$ cat config.mk
export PLATFORM = sky130hd
export DESIGN_NAME = panel_fill_top
export DESIGN_NICKNAME = d
export VERILOG_FILES = /design/src/rtl/panel_pkg.sv /design/src/rtl/fill_area_engine.sv /design/src/rtl/fill_cmd_ctrl.sv /design/src/rtl/fill_region_regs.sv /design/src/rtl/frame_buffer.sv /design/src/rtl/panel_fill_top.sv
export VERILOG_INCLUDE_DIRS = /design/src /design/src/rtl
export SDC_FILE = /design/constraint.sdc
export NUM_CORES = 2
export LEC_CHECK = 0
export BUFFER_PORTS_ARGS = -buffer_cell sky130_fd_sc_hd__buf_4
export CAP_MARGIN = 20
export CORE_MARGIN = 4
export CORE_UTILIZATION = 34
export DETAILED_ROUTE_END_ITERATION = 7
export GPL_ROUTABILITY_DRIVEN = 0
export HOLD_SLACK_MARGIN = 0.15
export MAX_ROUTING_LAYER = met4
export SYNTH_ARGS = -nofsm -noshare
export SYNTH_HDL_FRONTEND = slang
export SYNTH_HIERARCHICAL = 1
export SYNTH_SLANG_ARGS = --single-unit
$ cat constraint.sdc
create_clock -name clk -period 43.5 [get_ports clk]
set_input_delay 2.175 -clock clk [delete_from_list [all_inputs] [get_ports clk]]
set_output_delay 2.175 -clock clk [all_outputs]
set_load 0.02 [all_outputs]
$ cat src/rtl/panel_config.svh
// Panel geometry constants
`ifndef PANEL_CONFIG_SVH
`define PANEL_CONFIG_SVH

// columns across the panel.
`define PANEL_WIDTH 16

// rows down the panel.
`define PANEL_HEIGHT 8

// red, green and blue bytes per pixel.
`define BYTES_PER_PIXEL 3

// total frame buffer bytes.
`define FB_DEPTH (`PANEL_WIDTH * `PANEL_HEIGHT * `BYTES_PER_PIXEL)

`endif

$ cat src/rtl/panel_pkg.sv
// Panel fill types
`default_nettype none

`include "panel_config.svh"

package panel_pkg;

    typedef logic [$clog2(`PANEL_WIDTH)-1:0] col_addr_t;
    typedef logic [$clog2(`PANEL_HEIGHT)-1:0] row_addr_t;
    typedef logic [$clog2(`BYTES_PER_PIXEL)-1:0] pixel_byte_t;

    // addresses one frame buffer byte with the byte index in the low bits.
    typedef struct packed {
        row_addr_t   row;
        col_addr_t   col;
        pixel_byte_t pixel;
    } fb_addr_t;

    typedef struct packed {
        logic [7:0] red;
        logic [7:0] green;
        logic [7:0] blue;
    } color_t;

    // full bytes, so the host may request areas past the panel edge.
    typedef struct packed {
        logic [7:0] x1;
        logic [7:0] y1;
        logic [7:0] width;
        logic [7:0] height;
    } fill_region_t;

    localparam logic [7:0] OP_FILL_PANEL = 8'h01;
    localparam logic [7:0] OP_FILL_AREA  = 8'h02;

endpackage

`default_nettype wire

$ cat src/rtl/fill_area_engine.sv
// Clipped rectangle fill engine
`default_nettype none
`timescale 1ns/1ns

`include "panel_config.svh"

module fill_area_engine (
    input  wire logic                    clk,
    input  wire logic                    reset,
    input  wire logic                    start,
    input  wire panel_pkg::fill_region_t region,
    input  wire panel_pkg::color_t       color,
    output logic                         busy,
    output logic                         finished,
    output logic                         wr_en,
    output panel_pkg::fb_addr_t          wr_addr,
    output logic [7:0]                   wr_data
);
    import panel_pkg::*;

    fb_addr_t   pos;
    col_addr_t  col_first;
    col_addr_t  col_last;
    row_addr_t  row_last;
    logic [8:0] col_span_end;
    logic [8:0] row_span_end;
    logic       area_empty;
    logic       last_write;

    // an area starting off the panel, or with no size, writes nothing.
    assign area_empty = (region.x1 >= 8'(`PANEL_WIDTH)) || (region.y1 >= 8'(`PANEL_HEIGHT))
                     || (region.width == 8'd0) || (region.height == 8'd0);
    assign col_span_end = {1'b0, region.x1} + {1'b0, region.width} - 9'd1;
    assign row_span_end = {1'b0, region.y1} + {1'b0, region.height} - 9'd1;

    assign last_write = (pos.pixel == pixel_byte_t'(`BYTES_PER_PIXEL - 1))
                     && (pos.col == col_last) && (pos.row == row_last);

    always_ff @(posedge clk) begin
        if (reset) begin
            busy     <= 1'b0;
            finished <= 1'b0;
        end else begin
            finished <= 1'b0;
            if (busy) begin
                if (last_write) begin
                    busy     <= 1'b0;
                    finished <= 1'b1;
                end
            end else if (start) begin
                busy     <= !area_empty;
                finished <= area_empty;
            end
        end
    end

    // byte index is the inner counter, then column, then row.
    always_ff @(posedge clk) begin
        if (!busy && start) begin
            pos       <= '{row: row_addr_t'(region.y1), col: col_addr_t'(region.x1), pixel: '0};
            col_first <= col_addr_t'(region.x1);
            col_last  <= (col_span_end >= 9'(`PANEL_WIDTH)) ?
                         col_addr_t'(`PANEL_WIDTH - 1) : col_addr_t'(col_span_end);
            row_last  <= (row_span_end >= 9'(`PANEL_HEIGHT)) ?
                         row_addr_t'(`PANEL_HEIGHT - 1) : row_addr_t'(row_span_end);
        end else if (busy) begin
            if (pos.pixel == pixel_byte_t'(`BYTES_PER_PIXEL - 1)) begin
                pos.pixel <= '0;
                if (pos.col == col_last) begin
                    pos.col <= col_first;
                    pos.row <= pos.row + row_addr_t'(1);
                end else begin
                    pos.col <= pos.col + col_addr_t'(1);
                end
            end else begin
                pos.pixel <= pos.pixel + pixel_byte_t'(1);
            end
        end
    end

    assign wr_en   = busy;
    assign wr_addr = pos;

    always_comb begin
        case (pos.pixel)
            pixel_byte_t'(0): wr_data = color.red;
            pixel_byte_t'(1): wr_data = color.green;
            default: wr_data = color.blue;
        endcase
    end

endmodule

`default_nettype wire

$ cat src/rtl/fill_cmd_ctrl.sv
// Fill command controller
`default_nettype none
`timescale 1ns/1ns

`include "panel_config.svh"

module fill_cmd_ctrl (
    input  wire logic                    clk,
    input  wire logic                    reset,
    input  wire logic [7:0]              data_in,
    input  wire logic                    enable,
    output logic                         ready_for_data,
    output logic                         done,
    output logic                         load_region,
    output logic [1:0]                   region_slot,
    output logic                         load_color,
    output panel_pkg::pixel_byte_t       color_slot,
    output logic                         set_full_panel,
    output logic [7:0]                   load_byte,
    output logic                         start,
    input  wire logic                    finished
);
    import panel_pkg::*;

    typedef enum logic [2:0] {
        S_OPCODE,
        S_GEOM,
        S_COLOR,
        S_START,
        S_RUN,
        S_DONE
    } ctrl_state_t;

    ctrl_state_t state;
    logic [1:0]  geom_count;
    pixel_byte_t color_count;
    logic        byte_taken;
    logic        opcode_phase;

    // the done state also accepts the next opcode, since ready is already high.
    assign opcode_phase   = (state == S_OPCODE) || (state == S_DONE);
    assign ready_for_data = opcode_phase || (state == S_GEOM) || (state == S_COLOR);
    assign byte_taken     = enable && ready_for_data;

    assign done  = (state == S_DONE);
    assign start = (state == S_START);

    assign load_byte      = data_in;
    assign region_slot    = geom_count;
    assign color_slot     = color_count;
    assign load_region    = byte_taken && (state == S_GEOM);
    assign load_color     = byte_taken && (state == S_COLOR);
    assign set_full_panel = byte_taken && opcode_phase && (data_in == OP_FILL_PANEL);

    always_ff @(posedge clk) begin
        if (reset) begin
            state       <= S_OPCODE;
            geom_count  <= '0;
            color_count <= '0;
        end else begin
            case (state)
                S_OPCODE, S_DONE: begin
                    state <= S_OPCODE;
                    if (byte_taken) begin
                        geom_count  <= '0;
                        color_count <= '0;
                        // unknown opcodes are simply dropped here.
                        if (data_in == OP_FILL_PANEL) begin
                            state <= S_COLOR;
                        end else if (data_in == OP_FILL_AREA) begin
                            state <= S_GEOM;
                        end
                    end
                end
                S_GEOM: begin
                    if (byte_taken) begin
                        geom_count <= geom_count + 2'd1;
                        if (geom_count == 2'd3) begin
                            state <= S_COLOR;
                        end
                    end
                end
                S_COLOR: begin
                    if (byte_taken) begin
                        if (color_count == pixel_byte_t'(`BYTES_PER_PIXEL - 1)) begin
                            state <= S_START;
                        end else begin
                            color_count <= color_count + pixel_byte_t'(1);
                        end
                    end
                end
                S_START: begin
                    state <= S_RUN;
                end
                S_RUN: begin
                    if (finished) begin
                        state <= S_DONE;
                    end
                end
                default: begin
                    state <= S_OPCODE;
                end
            endcase
        end
    end

endmodule

`default_nettype wire

$ cat src/rtl/fill_region_regs.sv
// Fill region and color registers
`default_nettype none
`timescale 1ns/1ns

`include "panel_config.svh"

module fill_region_regs (
    input  wire logic                    clk,
    input  wire logic                    reset,
    input  wire logic                    load_region,
    input  wire logic [1:0]              region_slot,
    input  wire logic                    load_color,
    input  wire panel_pkg::pixel_byte_t  color_slot,
    input  wire logic                    set_full_panel,
    input  wire logic [7:0]              load_byte,
    output panel_pkg::fill_region_t      region,
    output panel_pkg::color_t            color
);
    import panel_pkg::*;

    always_ff @(posedge clk) begin
        if (reset) begin
            region <= '0;
            color  <= '0;
        end else begin
            if (set_full_panel) begin
                region <= '{x1: 8'd0, y1: 8'd0,
                            width: 8'(`PANEL_WIDTH), height: 8'(`PANEL_HEIGHT)};
            end else if (load_region) begin
                case (region_slot)
                    2'd0: region.x1 <= load_byte;
                    2'd1: region.y1 <= load_byte;
                    2'd2: region.width <= load_byte;
                    default: region.height <= load_byte;
                endcase
            end
            // color bytes arrive red first.
            if (load_color) begin
                case (color_slot)
                    pixel_byte_t'(0): color.red <= load_byte;
                    pixel_byte_t'(1): color.green <= load_byte;
                    default: color.blue <= load_byte;
                endcase
            end
        end
    end

endmodule

`default_nettype wire

$ cat src/rtl/frame_buffer.sv
// Frame buffer RAM
`default_nettype none
`timescale 1ns/1ns

`include "panel_config.svh"

module frame_buffer (
    input  wire logic                clk,
    input  wire logic                wr_en,
    input  wire panel_pkg::fb_addr_t wr_addr,
    input  wire logic [7:0]          wr_data,
    input  wire panel_pkg::fb_addr_t rd_addr,
    output logic [7:0]               rd_data
);
    import panel_pkg::*;

    localparam int IDX_W = $clog2(`FB_DEPTH);

    logic [7:0] mem [`FB_DEPTH];

    // pixels are stored row by row, three bytes each.
    function automatic logic [IDX_W-1:0] flat_index(input fb_addr_t a);
        logic [IDX_W-1:0] pixel_index;
        pixel_index = IDX_W'(a.row) * IDX_W'(`PANEL_WIDTH) + IDX_W'(a.col);
        return pixel_index * IDX_W'(`BYTES_PER_PIXEL) + IDX_W'(a.pixel);
    endfunction

    always_ff @(posedge clk) begin
        if (wr_en) begin
            mem[flat_index(wr_addr)] <= wr_data;
        end
        rd_data <= mem[flat_index(rd_addr)];
    end

endmodule

`default_nettype wire

$ cat src/rtl/panel_fill_top.sv
// Panel fill unit top level
`default_nettype none
`timescale 1ns/1ns

module panel_fill_top (
    input  wire logic                clk,
    input  wire logic                reset,
    input  wire logic [7:0]          data_in,
    input  wire logic                enable,
    output logic                     ready_for_data,
    output logic                     done,
    input  wire panel_pkg::fb_addr_t rd_addr,
    output logic [7:0]               rd_data
);
    import panel_pkg::*;

    logic         load_region;
    logic [1:0]   region_slot;
    logic         load_color;
    pixel_byte_t  color_slot;
    logic         set_full_panel;
    logic [7:0]   load_byte;
    logic         start;
    logic         finished;
    fill_region_t region;
    color_t       color;
    logic         wr_en;
    fb_addr_t     wr_addr;
    logic [7:0]   wr_data;

    fill_cmd_ctrl fill_cmd_ctrl_i (
        .clk            (clk),
        .reset          (reset),
        .data_in        (data_in),
        .enable         (enable),
        .ready_for_data (ready_for_data),
        .done           (done),
        .load_region    (load_region),
        .region_slot    (region_slot),
        .load_color     (load_color),
        .color_slot     (color_slot),
        .set_full_panel (set_full_panel),
        .load_byte      (load_byte),
        .start          (start),
        .finished       (finished)
    );

    fill_region_regs fill_region_regs_i (
        .clk            (clk),
        .reset          (reset),
        .load_region    (load_region),
        .region_slot    (region_slot),
        .load_color     (load_color),
        .color_slot     (color_slot),
        .set_full_panel (set_full_panel),
        .load_byte      (load_byte),
        .region         (region),
        .color          (color)
    );

    fill_area_engine fill_area_engine_i (
        .clk      (clk),
        .reset    (reset),
        .start    (start),
        .region   (region),
        .color    (color),
        .busy     (),
        .finished (finished),
        .wr_en    (wr_en),
        .wr_addr  (wr_addr),
        .wr_data  (wr_data)
    );

    frame_buffer frame_buffer_i (
        .clk     (clk),
        .wr_en   (wr_en),
        .wr_addr (wr_addr),
        .wr_data (wr_data),
        .rd_addr (rd_addr),
        .rd_data (rd_data)
    );

endmodule

`default_nettype wire

==> results.tsv <==
stage	metric	value	unit
drt	Detailed Route Iter0 Violations	8775	
timing	Min Clock Period, post-route	8070	ps
hold_path	hold path cells	2	
critical_path	Worst R2R Setup Slack	37720	ps
clock_tree	clock slew at reported path FFs	60	ps
timing	fin worst setup slack	35430	ps
synth	most common cell in the netlist	edfxtp_1	
timing	RSZ-0062 raised after global routing	false	
floorplanning	DIE AREA	380000	sq um
timing	Worst Skew	74.1	ps
hold_path	Hold Path Class	flop to flop	
synth	Post-synth top cells	edfxtp_1, mux4_2, nor2_1	
timing	setup TNS	0	ps
synth	Syn Inst Count	6097	
synth	post-synthesis sequential area ratio	0.750	
timing	worst slew pin tran	1510	ps
timing	final setup fails	0	
timing	Period Utilization, post-route	0.185	
floorplanning	initial core utilization	0.341	
clock_tree	Clock Sinks	3165	
place	dpl ws	34300	ps
drt	total wire length	337	mm
final_layout	Nets	6342	
floorplanning	Die Y	616	um
place	port bufs	29	
clock_tree	CTS Buf Count	329	
critical_path	Slowest-stage cell, CP	buf_4	
timing	f_max	0.124	GHz
synth	Syn. warnings	6	
outcome	status	finished, violations left	
clock_tree	clock buffer depth	4	
power	PwrDens	47.2	nW/um^2
critical_path	Crit Path Max Fanout	94	
place	post-detailed-placement half-perimeter wirelength	196	mm
critical_path	critical path required time	44300	ps
synth	number of flops mapped to enable cells by yosys	3090	
critical_path	worst r2r path cells	12	
power	Peak supply drop	0.0339	mV
global_routing	GRT Util Overall	0.179	
synth	syn nets	6183	
drt	DRC viols	0	
global_routing	first-pass GRT wire length	480	mm
clock_tree	Hold-fix buffers, CTS	0	
drt	DRT Pass-1 Iters	8	
synth	asr flop ratio synth	0	
drt	total vias in the final route	63182	
synth	syn avg cell area	20.6	sq um
drt	Routed Antenna Nets	0	
timing	Fin. Hold Viols	0	
critical_path	kind of critical path	primary input to flop	
clock_tree	post-cts gate resize count	0	
floorplanning	# IOs	30	
synth	Post-Syn Area	126000	sq um
synth	post-synth cell types	93	
power	P_leak	49.6	nW
floorplanning	Core ar.	369000	sq um
global_routing	vias in the first global route	62751	
critical_path	Crit Reg-Reg Endpoint	frame_buffer_i/mem[345][2]$_DFFE_PP_	
synth	number of synthesized register bits	3165	
synth	share of the synthesized area in the top cell type	0.738	
clock_tree	TritonCTS clock tree	built	
clock_tree	Clock Root Buffer	clkbuf_16	
flow_run	Max-Cap Viols	0	
hold_path	hold_sp	fill_region_regs_i/color[7]$_SDFFE_PP0P_	
timing	Max-slew headroom	-0.00658	
critical_path	worst stage delay on the critical path	810	ps
synth	Area contributors post-synth	edfxtp_1, mux4_2, nor2_1	
final_layout	Storage cell area	94300	sq um
synth	area leader, netlist	edfxtp_1	
critical_path	Arrival @ worst endpoint	8860	ps
final_layout	layout cell share with drive strength beyond 1	0.241	
clock_tree	clk_lat worst skew	910	ps
hold_path	hold endpoint	fill_region_regs_i/color[7]$_SDFFE_PP0P_	
floorplanning	Die Wd	616	um
critical_path	Startpoint Class	primary input	
synth	Top FF cell, synth	edfxtp_1	
outcome	failing checks	slew limit	
global_routing	initial antenna violation count	19	
final_layout	Fillers	32835	
global_routing	largest net degree at the start of global routing	233	
final_layout	Area Overhead vs Synth	13.0	%
critical_path	cells along the critical path	buf_4 -> ha_4 -> buf_4 -> buf_4 -> buf_4 -> buf_12 -> buf_4 -> mux4_2 -> mux4_2 -> nand2_1 -> nand2_1 -> o21ai_1 -> o22ai_1 -> a211o_1	
critical_path	crit-path most repeated cell	buf_4	
critical_path	CP endpoint kind	flop	
clock_tree	H-tree depth	5	
global_routing	GR Overflow Total	0	
drt	wire per inst	29.4	um
floorplanning	row count	223	
clock_tree	Post-CTS Setup Inserts	0	
critical_path	Critical path origin	rd_addr[2]	
final_layout	area of the multi-input gates	29100	sq um
critical_path	RR Startpoint	fill_area_engine_i/wr_addr[1]$_SDFFE_PP0P_	
timing	Final Max Slew Viols	24	
drt	DR vias/cell	5.50	
## layout make-up
cell class                 count  area share
antenna                        8    0.000141
multi-input combinational   2486       0.205
clock inverter               199      0.0138
tap                         4950      0.0436
clock buffer                 397      0.0598
inverter                      87     0.00230
timing repair buffer         187      0.0119
sequential                  3165       0.664
## critical path: cells and delay by family
| kind | cells | cell delay, ps |
|---|---|---|
| buffers and inverters | 6 | 3740 |
| adders and majority gates | 1 | 610 |
| AOI/OAI and AO/OA | 3 | 790 |
| muxes | 2 | 1060 |
| and+or+nand+nor | 2 | 240 |
## flip-flops by register name (all words and copies together) (netlist names)
| signal | count |
|---|---|
| frame_buffer_i/mem | 3072 |
| fill_region_regs_i/region | 32 |
| fill_region_regs_i/color | 24 |
| fill_area_engine_i/wr_addr | 9 |
| frame_buffer_i/rd_data | 8 |
| fill_area_engine_i/col_first | 4 |
| fill_area_engine_i/col_last | 4 |
| fill_area_engine_i/row_last | 3 |
| fill_cmd_ctrl_i/state | 3 |
| fill_cmd_ctrl_i/color_slot | 2 |
| fill_cmd_ctrl_i/region_slot | 2 |
| fill_area_engine_i/busy | 1 |
| fill_area_engine_i/finished | 1 |
## power breakdown
part	leakage, nW	internal [mW]	switching, mW	total (mW)
clock network	5.08	1.55	1.19	2.73
logic	10.0	0.212	0.444	0.656
registers	34.5	3.30	0.0143	3.31
total	49.6	5.06	1.64	6.70
## through the flow
| stage | total power, mW | hold slack [ps] | cells | util | area, sq um |
|---|---|---|---|---|---|
| floorplan | 3.76 | 429 | 6097 | - | 126000 |
| global placement | 4.03 | 444 | 10853 | 0.356 | 131000 |
| detailed placement | 4.03 | 449 | 10859 | 0.357 | 131000 |
| CTS | 6.75 | 457 | 11455 | 0.385 | 142000 |
| global route | 6.90 | 476 | 11476 | 0.386 | 142000 |
| finish | 6.70 | 455 | 11479 | 0.386 | 142000 |
## kinds of logic after synthesis
group           count (synthesis)  synth area share
simple gates                 1042            0.0358
flops                        3165             0.750
mux                          1009             0.165
compound gates                344            0.0193
buf+inv                       446            0.0210
xor+xnor                       25           0.00210
fa+ha+maj                      66           0.00693
## layer usage
layer | share of wire | global-route usage
met2 | 0.47 | 0.270
met3 | 0.089 | 0.0333
met5 | 0 | -
met1 | 0.41 | 0.245
met4 | 0.035 | 0.0584
## cells in the final DEF, fill, tap and decap left out, types with 17 or more instances in the layout
cell type / instances
edfxtp_1: 3090
mux4_2: 845
nor2_1: 466
clkbuf_16: 329
nand2_1: 320
mux2i_1: 156
buf_4: 152
inv_1: 86
a21oi_1: 77
dfxtp_1: 75
clkinv_1: 74
nand3_1: 72
clkbuf_1: 67
clkinv_2: 60
ha_1: 58
o21ai_0: 35
a211oi_1: 25
bufinv_16: 24
nand4_1: 24
o22ai_1: 23
a32oi_1: 19
and3_1: 17
## worst max path at each step
stage | end | slack [ps] | cells past startpoint
final | frame_buffer_i/rd_data[7]$_DFF_P_ | 35430 | 14
after global routing | frame_buffer_i/rd_data[7]$_DFF_P_ | 34890 | 14
after CTS | frame_buffer_i/rd_data[7]$_DFF_P_ | 35290 | 14
after detailed placement | frame_buffer_i/rd_data[7]$_DFF_P_ | 34300 | 14
after global placement | frame_buffer_i/rd_data[7]$_DFF_P_ | 34240 | 14
after floorplan | frame_buffer_i/mem[0][6]$_DFFE_PP_ | 24740 | 3
Note: power is estimated with default switching activity, not from simulation.
